[src/include/soc_settings.svh]
`ifndef SOC_SETTINGS_SVH
`define SOC_SETTINGS_SVH

// Region select from address bits 31 to 28
`define SOC_REGION_RAM   4'h0
`define SOC_REGION_GPIO  4'h1
`define SOC_REGION_TIMER 4'h2

// RAM depth in 32-bit words
`define SOC_RAM_WORDS 1024

`define AXI_RESP_OKAY   2'b00
`define AXI_RESP_DECERR 2'b11

// Timer register map
`define TIMER_CTRL   12'h000
`define TIMER_LIMIT  12'h004
`define TIMER_COUNT  12'h008
`define TIMER_STATUS 12'h00C

`endif

[src/design/soc_pkg.sv]
package soc_pkg;

    typedef logic [31:0] addr_t;
    typedef logic [11:0] periph_addr_t;
    typedef logic [31:0] data_t;
    typedef logic [3:0]  strb_t;
    typedef logic [1:0]  resp_t;

    // Target of a routed access
    typedef enum logic [1:0] {
        SEL_RAM,
        SEL_GPIO,
        SEL_TIMER,
        SEL_NONE
    } slave_sel_t;

    // One per channel direction
    typedef enum logic {
        RESP_IDLE,
        RESP_PEND
    } resp_state_t;

endpackage

[src/design/axi_timer.sv]
`include "soc_settings.svh"

module axi_timer (
    input  logic                  clk,
    input  logic                  rst_n,
    input  soc_pkg::periph_addr_t timer_awaddr, timer_araddr,
    input  soc_pkg::data_t        timer_wdata,
    input  soc_pkg::strb_t        timer_wstrb,
    input  logic                  timer_awvalid, timer_wvalid, timer_bready,
    input  logic                  timer_arvalid, timer_rready,
    output logic                  timer_awready, timer_wready, timer_bvalid,
    output logic                  timer_arready, timer_rvalid,
    output soc_pkg::data_t        timer_rdata,
    output logic                  timer_irq
);

    soc_pkg::resp_state_t b_state, r_state;
    logic                 w_go, r_go, reg_wr;
    // Bit 0 count enable, bit 1 interrupt enable
    logic [1:0]           ctrl;
    soc_pkg::data_t       limit, count;
    logic                 flag;

    assign w_go          = timer_awvalid & timer_wvalid & (b_state == soc_pkg::RESP_IDLE);
    assign r_go          = timer_arvalid & (r_state == soc_pkg::RESP_IDLE);
    assign timer_awready = w_go;
    assign timer_wready  = w_go;
    assign timer_arready = r_go;
    assign timer_bvalid  = (b_state == soc_pkg::RESP_PEND);
    assign timer_rvalid  = (r_state == soc_pkg::RESP_PEND);

    // Any strobe commits the full word
    assign reg_wr    = w_go & (|timer_wstrb);
    assign timer_irq = flag & ctrl[1];

    always_ff @(posedge clk or negedge rst_n) begin
        if (!rst_n) begin
            b_state <= soc_pkg::RESP_IDLE;
            r_state <= soc_pkg::RESP_IDLE;
        end else begin
            if (w_go)
                b_state <= soc_pkg::RESP_PEND;
            else if (timer_bvalid && timer_bready)
                b_state <= soc_pkg::RESP_IDLE;
            if (r_go)
                r_state <= soc_pkg::RESP_PEND;
            else if (timer_rvalid && timer_rready)
                r_state <= soc_pkg::RESP_IDLE;
        end
    end

    // ==========================================================
    // Counter and registers
    // ==========================================================
    always_ff @(posedge clk or negedge rst_n) begin
        if (!rst_n) begin
            ctrl  <= '0;
            limit <= '0;
            count <= '0;
            flag  <= 1'b0;
        end else begin
            if (ctrl[0]) begin
                if (count == limit) begin
                    count <= '0;
                    flag  <= 1'b1;
                end else begin
                    count <= count + 32'd1;
                end
            end
            // Bus writes take priority over the counter
            if (reg_wr) begin
                case (timer_awaddr)
                    `TIMER_CTRL:   ctrl  <= timer_wdata[1:0];
                    `TIMER_LIMIT:  limit <= timer_wdata;
                    `TIMER_COUNT:  count <= timer_wdata;
                    `TIMER_STATUS: if (timer_wdata[0]) flag <= 1'b0;
                    default:       ;
                endcase
            end
        end
    end

    always_ff @(posedge clk) begin
        if (r_go) begin
            case (timer_araddr)
                `TIMER_CTRL:   timer_rdata <= {30'd0, ctrl};
                `TIMER_LIMIT:  timer_rdata <= limit;
                `TIMER_COUNT:  timer_rdata <= count;
                `TIMER_STATUS: timer_rdata <= {31'd0, flag};
                default:       timer_rdata <= '0;
            endcase
        end
    end

    a_irq_needs_enable: assert property (@(posedge clk) disable iff (!rst_n)
        reg_wr && timer_awaddr == `TIMER_CTRL && !timer_wdata[1] |=> !timer_irq);

endmodule

[config.mk]
export PLATFORM = sky130hd
export DESIGN_NAME = axi_timer
export DESIGN_NICKNAME = d
export VERILOG_FILES = /design/src/design/soc_pkg.sv /design/src/design/axi_timer.sv
export VERILOG_INCLUDE_DIRS = /design/src /design/src/include
export SDC_FILE = /design/constraint.sdc
export NUM_CORES = 1
export LEC_CHECK = 0
export ABC_AREA = 1
export ABC_CLOCK_PERIOD_IN_PS = 2220
export BUFFER_PORTS_ARGS = -buffer_cell sky130_fd_sc_hd__buf_2
export CAP_MARGIN = 20
export CORE_ASPECT_RATIO = 0.9
export CORE_MARGIN = 4
export CORE_UTILIZATION = 34
export CTS_CLUSTER_DIAMETER = 60
export DETAILED_ROUTE_END_ITERATION = 16
export PLACE_DENSITY = 0.53
export SLEW_MARGIN = 20
export SYNTH_ARGS = -nofsm -noshare
export SYNTH_HDL_FRONTEND = slang
export SYNTH_SLANG_ARGS = --single-unit
[constraint.sdc]
create_clock -name clk -period 2.22 [get_ports clk]
set_clock_uncertainty 0.05 [all_clocks]
set_input_delay 0.333 -clock clk [delete_from_list [all_inputs] [get_ports clk]]
set_output_delay 0.333 -clock clk [all_outputs]
set_load 0.01 [all_outputs]
=== After elaboration in Yosys (flattened, before gate mapping) ===
Cells that the tools add are included.

* Register bits: 101
* Bits of input ports: 67
* Output and inout port bits: 38
* Word-level logic and storage cells: 45

* Add/subtract/negate cells: 1
* Reduce and logical (&&, ||, !) cells: 9
* Bitwise logic cells: 7
* Eq/ne operators: 7
* Mux-type cells: 14

{| class="wikitable"
|+ Operator list
! cell !! count
|-
| $mux 32 || 4
|-
| $pmux 32 s4 || 1
|-
| $eq 12x4->1 const B || 4
|-
| $add 32x1->32 const B || 1
|-
| $eq 32x32->1 || 1
|-
| $eq 12x3->1 const B || 2
|-
| $logic_not 12->1 || 2
|-
| $mux 1 || 9
|-
| $and 1x1->1 || 5
|-
| $reduce_and 2->1 || 2
|-
| $reduce_bool 2->1 || 2
|-
| $reduce_or 4->1 || 1
|-
| $logic_and 1x1->1 || 2
|-
| $not 1->1 || 2
|}

=== Logic depth before layout (Yosys ltp) ===
Gate-level depths: netlist (run 1).

* Depth after elaboration: 6
* Gate-level depth with buffers: 12
* Mapped depth without buffers: 11

=== Worst setup path after synthesis (run 1) ===
No wires, ideal clock.

* Kind: flip-flop to flip-flop
* Start: register r_state (netlist: timer_rvalid)
* End: register timer_rdata[0], enable pin
* Required time: 1.780 ns
* Cell stages (with the launch flop): 4
* Arrival: 1.210 ns
* Setup time: 0.390 ns
* Clock period less this slack: 1.650 ns
* Path slack: 0.570 ns
* Path buffers: 0
* Path through: dfrtp_1 > inv_1 > nand2_1 > inv_1

* Longest elaborated chain between the ends: 2

{| class="wikitable"
|+ Ends and longest elaborated chain
! what !! line !! RTL
|-
| start, declared || axi_timer.sv:17 || <nowiki>soc_pkg::resp_state_t b_state, r_state;</nowiki>
|-
| start signal, assigned || axi_timer.sv:39 || <nowiki>r_state <= soc_pkg::RESP_IDLE;</nowiki>
|-
| start signal, assigned || axi_timer.sv:46 || <nowiki>r_state <= soc_pkg::RESP_PEND;</nowiki>
|-
| start signal, assigned || axi_timer.sv:48 || <nowiki>r_state <= soc_pkg::RESP_IDLE;</nowiki>
|-
| $not 1->1 || axi_timer.sv:25 || <nowiki>assign r_go = timer_arvalid & (r_state == soc_pkg::RESP_IDLE);</nowiki>
|-
| $and 1x1->1 || axi_timer.sv:25 ||
|-
| named net timer_arready || axi_timer.sv:12 || <nowiki>output logic timer_arready, timer_rvalid,</nowiki>
|-
| end signal, assigned || axi_timer.sv:86 || <nowiki>`TIMER_CTRL: timer_rdata <= {30'd0, ctrl};</nowiki>
|-
| end signal, assigned || axi_timer.sv:87 || <nowiki>`TIMER_LIMIT: timer_rdata <= limit;</nowiki>
|-
| end signal, assigned || axi_timer.sv:88 || <nowiki>`TIMER_COUNT: timer_rdata <= count;</nowiki>
|-
| end, declared || axi_timer.sv:13 || <nowiki>output soc_pkg::data_t timer_rdata,</nowiki>
|}

The timed path passes the listed nets, and every way through them passes these cells.
A chain may end at the register's enable or synchronous reset.

=== Worst setup path after layout (run 1) ===
* Start: register count[1]
* End: register count[14]

* Longest elaborated chain between the ends: 5

{| class="wikitable"
|+ Ends and longest elaborated chain
! what !! line !! RTL
|-
| start, declared || axi_timer.sv:21 || <nowiki>soc_pkg::data_t limit, count;</nowiki>
|-
| start signal, assigned || axi_timer.sv:67 || <nowiki>count <= count + 32'd1;</nowiki>
|-
| start signal, assigned || axi_timer.sv:75 || <nowiki>`TIMER_COUNT: count <= timer_wdata;</nowiki>
|-
| $add 32x1->32 or $eq 32x32->1 (tied branches) || axi_timer.sv:67, axi_timer.sv:63 ||
|-
| $mux 32 * || axi_timer.sv:63 || <nowiki>if (count == limit) begin</nowiki>
|-
| $mux 32 * || axi_timer.sv:62 || <nowiki>if (ctrl[0]) begin</nowiki>
|-
| $mux 32 || axi_timer.sv:72 || <nowiki>case (timer_awaddr)</nowiki>
|-
| $mux 32 * || axi_timer.sv:71 || <nowiki>if (reg_wr) begin</nowiki>
|}

Every way passes the cells marked *; elsewhere a longest branch is shown, timed or not.

==> impl_metrics.yaml, run 1 <==
final_layout:
  final_common_cell: "nand2_1"
  n_antenna_cell: 0
  area_delta_synth_final_pct: 17.3
  final_cell_mix: "nand2_1, buf_2, inv_1, nor2_1, dfrtp_1"
  drive_gt1_share_pct: 19.8
  final_cell_area_um2: 6880
  nNetsFinal: 950
floorplan:
  initial_core_util_pct: 34.7
  ios: 105
  die_y_um: 133
  fp.dieArea_um2: 19400
  core_um2: 16900
  dieWidth_um: 146
  placementRows: 45
placed_design:
  gp_congestion: 0.846
  post_dp_cell_area_um2: 6580
  hpwl_um: 11400
  port_buffers: 104
  pre_cts_ws_ps: 343
worst_setup_path:
  path_delay_family: "simple AND/OR/NAND/NOR gates"
  path_max_fanout: 6
  crit_type: "reg2reg"
  slowest_delay_ps: 470
  cpMostUsedCell: "nand2_1"
  crit_slowest_cell: "dfrtp_1"
  critPathLaunchType: "register"
  worstPathArrival_ps: 2030
  crit_required_ps: 2400
  end_kind: "register"
  cp_num_buf_inv: 1
  crit_chain: "ha_1 > nand4_1 > nor2_2 > inv_1 > nor2_1 > nand2_1 > nand2_1 > nor2_1 > nand2_1 > o21ai_1"
global_routing:
  grt_pass1_wl_um: 25500
  grt_max_degree: 70
  antenna_found_initial: 0
  grt_pass1_vias: 4943
  grt_usage_pct: 16.4
  grt_overflow_total: 0
timing:
  hold_viol: 0
  setup_viol: 0
  slew_viol_final: 0
  fmax_mhz: 542
  tightest_slew_ps: 537
  min_period_ps: 1850
  final.setup.tns_ps: 0
  slew_headroom_pct: 64.1
  min_period_over_period_pct: 83.1
  final.setup.worst_slack_ps: 375
  rsz0062_at_grt: "false"
cts:
  clk_pin_slew_ps: 70
  cts_tree: "built"
  cts-buffers-inserted: 9
  clockBufferDepth: 2
  cts_setup_buffers: 0
  clockRootBuffer: "clkbuf_16"
  worstSkewPairLatency_ps: 360
  htree_num_levels: 3
  clock_sinks: 101
power:
  clkPwrFrac_pct: 40.6
  power.internal_mw: 2.90
  p_leak_nw: 3.23
  p_sw_mw: 0.890
  irDropWorstVdd_uv: 345
  swShare_pct: 23.5
  p_seq_share_pct: 52.5
  p_per_area_nw_per_um2: 551
  comb_power_share_pct: 6.9
logic_synthesis:
  avgSynthCellArea_um2: 7.52
  synth_nets: 847
  synthFlopType: "dfrtp_1"
  ys_seq_elements: 101
  yosys_warnings: 0
  syn-cell-area_um2: 5860
  synth_edf_count: 32
  ys_seq_area_share_pct: 45.9
  synthesis.instances: 779
  async_flop_share_pct: 68.3
  synth.distinct_cells: 37
detailed_routing:
  viasPerCell: 4.55
  wire_per_inst_um: 13.9
  wl_met3_um: 735
  dr_total_vias: 4991
  final_antenna_net_count: 0
  drtIter0Drc: 311
  first_pass_iters: 4
  wl_met1_um: 7720
  drt_wl_total_um: 15300
  drc: 0
  met2_length_um: 6590
  top_layer_used: "met4"
min_path:
  hp-class: "in2reg"
outcome:
  status: "finished clean"
run:
  maxCapViolations: 0
-- state kept, by name, summed over array words and instances, names as in the netlist --
name	count
count	32
limit	32
timer_rdata	32
ctrl	2
flag	1
timer_bvalid	1
timer_rvalid	1
-- power groups by stage --
stage	clock network, mW	registers, mW	logic (mW)
after floorplan	0	2.05	0.0788
after global placement	0	2.02	0.271
after detailed placement	0	2.02	0.270
after CTS	1.60	1.99	0.272
after global routing	1.67	1.99	0.301
final	1.54	1.99	0.262
-- path summary, 6_finish.rpt --
| kind | to | start | slack, ps | cells after the start |
|---|---|---|---|---|
| worst max-delay path | count[14] | count[1] | 370 | 10 |
| worst min-delay path | timer_bvalid | timer_bready | 100 | 2 |
| worst max register to register | count[14] | count[1] | 370 | 10 |
| worst min register to register | limit[28] | limit[28] | 460 | 2 |
| max in group asynchronous | limit[9] | rst_n | 1340 | 3 |
| min in group asynchronous | count[27] | rst_n | 470 | 3 |
-- layout make-up --
class,instances,area (um^2)
Sequential cell,101,2690
Inverter,107,402
Timing Repair Buffer,118,653
Tap cell,211,264
Clock inverter,5,33.8
Fill cell,1807,10000
Clock buffer,11,254
Multi-Input combinational cell,545,2580
-- logic make-up (layout without fill, tap and decap cells) --
logic type                 count (synthesis)  in the layout  share of synthesized area [%]
and+or+nand+nor                          416            416                           30.8
xor gates and xnor gates                  19             19                           2.97
DFF                                      101            101                           45.9
adders and majority gates                  1              1                          0.214
muxes                                      1              1                          0.171
buffers and inverters                    133            241                           10.1
AOI/OAI and AO/OA                        108            108                           9.87
-- metal layers --
layer / global-route usage, % / vias up
met4: 4.86 / 0
met2: 25.5 / 122
met1: 23.0 / 2181
met5: 0 / -
li1: - / 2669
met3: 3.63 / 19
-- synth_stat cells (2+ instances only) --
master | number | share of area [%]
a21oi_1 | 18 | 1.5
buf_2 | 10 | 0.85
buf_4 | 3 | 0.38
buf_6 | 9 | 1.7
clkbuf_1 | 4 | 0.26
dfrtp_1 | 69 | 29
edfxtp_1 | 32 | 16
inv_1 | 100 | 6.4
inv_2 | 7 | 0.45
nand2_1 | 246 | 16
nand2_2 | 6 | 0.64
nand3_1 | 32 | 2.7
nand3_2 | 2 | 0.34
nand4_1 | 9 | 0.96
nor2_1 | 80 | 5.1
nor2_2 | 16 | 1.7
nor2_4 | 5 | 0.96
nor3_1 | 12 | 1.0
o21ai_0 | 25 | 2.1
o21ai_1 | 48 | 4.1
o22ai_1 | 13 | 1.4
xnor2_1 | 18 | 2.7
-- through the flow --
stage / hold WS [ps] / std cells / power, mW / utilization [%]
final: 95.9 / 1098 / 3.79 / 40.7
after global routing: 111 / 1098 / 3.96 / 40.7
after CTS: 78.8 / 1098 / 3.86 / 40.7
after detailed placement: 349 / 1081 / 2.29 / 38.9
after global placement: 352 / 1081 / 2.30 / 38.9
after floorplan: -12.6 / 779 / 2.13 / -
-- timing repair --
item	CTS	global route
hold endpoints to repair	69	0
gates resized for setup	0	0
hold buffers	1	0
(Power assumes the default switching activity.)
==> run 2: changes to the inputs <==
Settings changed: ABC_CLOCK_PERIOD_IN_PS 2220 to 1500, PLACE_DENSITY 0.53 to 0.55.
Clock period 2.22 ns to 1.5 ns, I/O delays scaled along.
==> impl_metrics.yaml, run 2 (synthesis gave the netlist of run 1 again) <==
outcome:
  status: "complete, but fails checks"
  violations: "setup timing"
min_path:
  hp-class: "in2reg"
  hp-start: "timer_rready"
timing:
  final.setup.tns_ps: -7670
  hold_viol: 0
  final.setup.worst_slack_ps: -250
  rsz0062_at_grt: "true"
  setup_viol: 48
  min_period_over_period_pct: 117
  min_period_ps: 1750
  slew_headroom_pct: 74.2
  tightest_slew_ps: 384
  fmax_mhz: 571
  slew_viol_final: 0
floorplan:
  placementRows: 45
  dieWidth_um: 146
  core_um2: 16900
  ios: 105
  fp.dieArea_um2: 19400
  die_y_um: 133
  initial_core_util_pct: 34.7
global_routing:
  grt_overflow_total: 0
  grt_usage_pct: 19.0
  grt_pass1_vias: 5681
  grt_pass1_wl_um: 29300
  antenna_found_initial: 0
  grt_max_degree: 65
final_layout:
  reg.largest.list: "count x32, limit x32, timer_rdata x32"
  drive_gt1_share_pct: 38.7
  fin_cells: 1242
  final_cell_area_um2: 8550
  final_cell_mix: "nand2_1, buf_4, buf_2, inv_1, nor2_1"
  post-route-util_pct: 50.6
  nNetsFinal: 1094
  area_delta_synth_final_pct: 46.0
  n_antenna_cell: 0
  final_common_cell: "nand2_1"
power:
  p_leak_nw: 4.13
  irDropWorstVdd_uv: 464
  p_per_area_nw_per_um2: 658
cts:
  htree_num_levels: 3
  cts-buffers-inserted: 9
  clockRootBuffer: "clkbuf_16"
  clockBufferDepth: 2
  worstSkewPairLatency_ps: 360
  clock_sinks: 101
  cts_tree: "built"
  clk_pin_slew_ps: 70
worst_setup_path:
  path_max_fanout: 10
  crit_type: "reg2reg"
  end_kind: "register"
  startpoint: "count[0]"
  crit_required_ps: 1700
  critPathLaunchType: "register"
  worstPathArrival_ps: 1950
  regToRegStartpoint: "count[0]"
detailed_routing:
  drtIter0Drc: 277
  viasPerCell: 4.65
  first_pass_iters: 4
  wire_per_inst_um: 14.8
  drt_wl_total_um: 18400
  final_antenna_net_count: 0
  drc: 0
  dr_total_vias: 5773
run:
  maxCapViolations: 0
placed_design:
  port_buffers: 104
  post_dp_cell_area_um2: 7600
  gp_congestion: 0.826
  pre_cts_ws_ps: -339
  hpwl_um: 12300
  place_inst: 1206
==> run 2: changes by cell type in the layout (fill, tap and decap cells not counted), moves of 4 or more <==
cell	delta
buf_16	+4
nand2_1	-36
nor2_1	-10
buf_12	+9
o21ai_1	-23
nor2_4	+7
buf_4	+124
nand2_2	+28
o21ai_2	+23
nand2_4	+8
==> run 2: area by class of cell <==
| class | instances | area [um^2] |
|---|---|---|
| Inverter | 107 | 408 |
| Fill cell | 1646 | 8340 |
| Clock inverter | 4 | 25.0 |
| Multi-Input combinational cell | 545 | 2920 |
| Timing Repair Buffer | 262 | 1990 |
| Sequential cell | 101 | 2690 |
| Tap cell | 211 | 264 |
| Clock buffer | 12 | 246 |
==> run 2: worst paths after layout <==
path | cells past startpoint | to | slack, ps
setup / recovery | 10 | count[28] | -250
hold / removal | 2 | timer_rvalid | 20
setup reg to reg | 10 | count[28] | -250
hold reg to reg | 2 | limit[8] | 470
max in group asynchronous | 3 | count[1] | 590
min in group asynchronous | 2 | limit[29] | 180
==> run 2: metal layers <==
| layer | up-vias | wire length [um] | global-route usage [%] |
|---|---|---|---|
| met2 | 149 | 8380 | 30.7 |
| met1 | 2633 | 8680 | 26.2 |
| li1 | 2972 | - | - |
| met3 | 19 | 1100 | 3.63 |
| met4 | 0 | 250 | 4.96 |
| met5 | - | 0 | 0 |
==> run 2: where the power goes <==
group          total [mW]  switching, mW  internal (mW)
Combinational       0.470          0.274          0.195
Sequential           2.94         0.0232           2.92
Clock                2.22           1.05           1.17
==> run 2: worst max-delay path, stage by stage, from the launching register on <==
cell and delay, ps:
dfrtp_2 440, buf_6 130, xnor2_2 140, nand2_1 90, nor2_2 120, nand2_2 80, nor2_4 110, nand3_4 140
clkbuf_16 210, nand2_1 70, nand2_1 40
==> run 2: repair_timing <==
item | CTS | global route
setup endpoints to repair | 65 | 65
cloned | 5 | 3
hold buffers | 2 | 0
pin swaps | 7 | 14
gates resized for setup | 31 | 80
setup buffers | 9 | 5
endpoints found under the hold margin | 66 | 0
==> run 2: metrics by stage <==
| step | hold slack, ps | power (mW) |
|---|---|---|
| 2_1_floorplan | -121 | 3.15 |
| 3_3_place_gp | 29.9 | 3.44 |
| 3_5_place_dp | 27.8 | 3.44 |
| 4_1_cts | 9.71 | 5.67 |
| 5_1_grt | 21.6 | 5.82 |
| 6_report | 23.2 | 5.63 |
==> run 3: changes to the inputs <==
Settings changed: HOLD_SLACK_MARGIN set to 0.12.
==> impl_metrics.yaml, run 3 (synthesis gave the netlist of run 1 again) <==
outcome:
  status: "complete, but fails checks"
  violations: "setup timing"
final_layout:
  n_antenna_cell: 0
  fin_cells: 1276
  reg.largest.list: "count x32, limit x32, timer_rdata x32"
  final_common_cell: "nand2_1"
  post-route-util_pct: 52.6
  drive_gt1_share_pct: 37.5
  n_fill_cell: 1626
  final_cell_mix: "nand2_1, buf_4, buf_2, inv_1, nor2_1"
  nNetsFinal: 1128
  seq_area_um2: 2690
  area_delta_synth_final_pct: 51.8
  multi_input_area_um2: 2920
timing:
  final.setup.worst_slack_ps: -260
  slew_viol_final: 0
  fmax_mhz: 568
  rsz0062_at_grt: "true"
  tightest_slew_ps: 383
  min_period_ps: 1760
  min_period_over_period_pct: 117
  hold_ws_ps: 161
  slew_headroom_pct: 74.3
  setup_viol: 48
  hold_viol: 0
cts:
  clock_sinks: 101
  htree_num_levels: 3
  worstSkewPairLatency_ps: 360
  cts_tree: "built"
  clockRootBuffer: "clkbuf_16"
  clk_pin_slew_ps: 70
  clockBufferDepth: 2
  cts-buffers-inserted: 9
floorplan:
  ios: 105
  fp.dieArea_um2: 19400
  core_um2: 16900
  initial_core_util_pct: 34.7
  dieWidth_um: 146
  die_y_um: 133
  placementRows: 45
power:
  clkPwrFrac_pct: 38.9
  p_sw_mw: 1.36
  comb_power_share_pct: 9.5
  p_seq_share_pct: 51.6
  p_leak_nw: 4.27
  p_per_area_nw_per_um2: 641
  power.internal_mw: 4.34
  irDropWorstVdd_uv: 465
  swShare_pct: 23.9
  power_mw: 5.70
global_routing:
  grt_max_degree: 65
  grt_pass1_wl_um: 29800
  grt_overflow_total: 0
  antenna_found_initial: 0
  grt_pass1_vias: 5818
  grt_usage_pct: 19.2
worst_setup_path:
  end_kind: "register"
  path_max_fanout: 10
  worstPathArrival_ps: 1960
  crit_chain: "buf_6 > xnor2_2 > nand2_1 > nor2_2 > nand2_2 > nor2_4 > nand3_4 > clkbuf_16 > nand2_1 > nand2_1"
  cpMostUsedCell: "nand2_1"
  crit_slowest_cell: "dfrtp_2"
  crit_required_ps: 1700
  slowest_delay_ps: 440
  critPathLaunchType: "register"
  crit_type: "reg2reg"
  cp_num_buf_inv: 2
  path_delay_family: "simple AND/OR/NAND/NOR gates"
detailed_routing:
  viasPerCell: 4.62
  dr_total_vias: 5898
  drtIter0Drc: 312
  drc: 0
  first_pass_iters: 5
  final_antenna_net_count: 0
  wire_per_inst_um: 14.6
  drt_wl_total_um: 18700
placed_design:
  pre_cts_ws_ps: -339
  gp_congestion: 0.826
  port_buffers: 104
  place_inst: 1206
  hpwl_um: 12300
min_path:
  hp-class: "in2reg"
run:
  maxCapViolations: 0
[run 3: cell count changes in the layout (fill, tap and decap cells not counted)]
cell,before,now
dlygate4sd3_1,2,36
[run 3: routing by layer]
metal,wire (um),up-vias,track usage [%]
li1,-,3035,-
met1,8850,2702,26.4
met2,8620,142,31.6
met3,957,19,3.46
met4,250,0,4.96
met5,0,-,0
[run 3: stage by stage]
step,setup TNS [ps],area [um^2]
6_report,-7970,8890
4_1_cts,-5450,8560
2_1_floorplan,-105,5870
5_1_grt,-12220,8890
3_5_place_dp,-9370,7600
3_3_place_gp,-8050,7600
[run 3: cell type report]
cell class,instances,area share [%]
Timing Repair Buffer,296,26.2
Clock buffer,12,2.77
Multi-Input combinational cell,545,32.9
Clock inverter,4,0.281
Sequential cell,101,30.3
Tap cell,211,2.97
Inverter,107,4.59
[run 3: final timing paths]
kind	start	endpoint	slack, ps	cells past startpoint
hold / removal	timer_wvalid	timer_bvalid	160	3
min in group asynchronous	rst_n	limit[29]	180	2
setup / recovery	count[0]	count[28]	-260	10
setup reg to reg	count[0]	count[28]	-260	10
max in group asynchronous	rst_n	count[1]	600	3
hold reg to reg	limit[8]	limit[8]	470	2
[run 3: worst register-to-register path: stages (launching register included)]
cell and delay [ps]:
dfrtp_2 440, buf_6 130, xnor2_2 140, nand2_1 90, nor2_2 130, nand2_2 80
nor2_4 110, nand3_4 150, clkbuf_16 220, nand2_1 70, nand2_1 40
[run 3: repair_timing]
action | 4_1_cts | 5_1_grt
pin swaps | 7 | 14
hold buffers | 36 | 0
hold endpoints to repair | 135 | 0
buffers inserted | 9 | 5
gates cloned | 5 | 3
resized for setup | 31 | 80
endpoints found under the setup margin | 65 | 65
[run 3: power by group through the flow]
| stage | clock, mW | sequential [mW] | combinational, mW |
|---|---|---|---|
| finish | 2.22 | 2.94 | 0.543 |
| global route | 2.34 | 2.95 | 0.608 |
| CTS | 2.27 | 2.94 | 0.533 |
| detailed placement | 0 | 3.00 | 0.444 |
| global placement | 0 | 2.99 | 0.444 |
| floorplan | 0 | 3.03 | 0.120 |
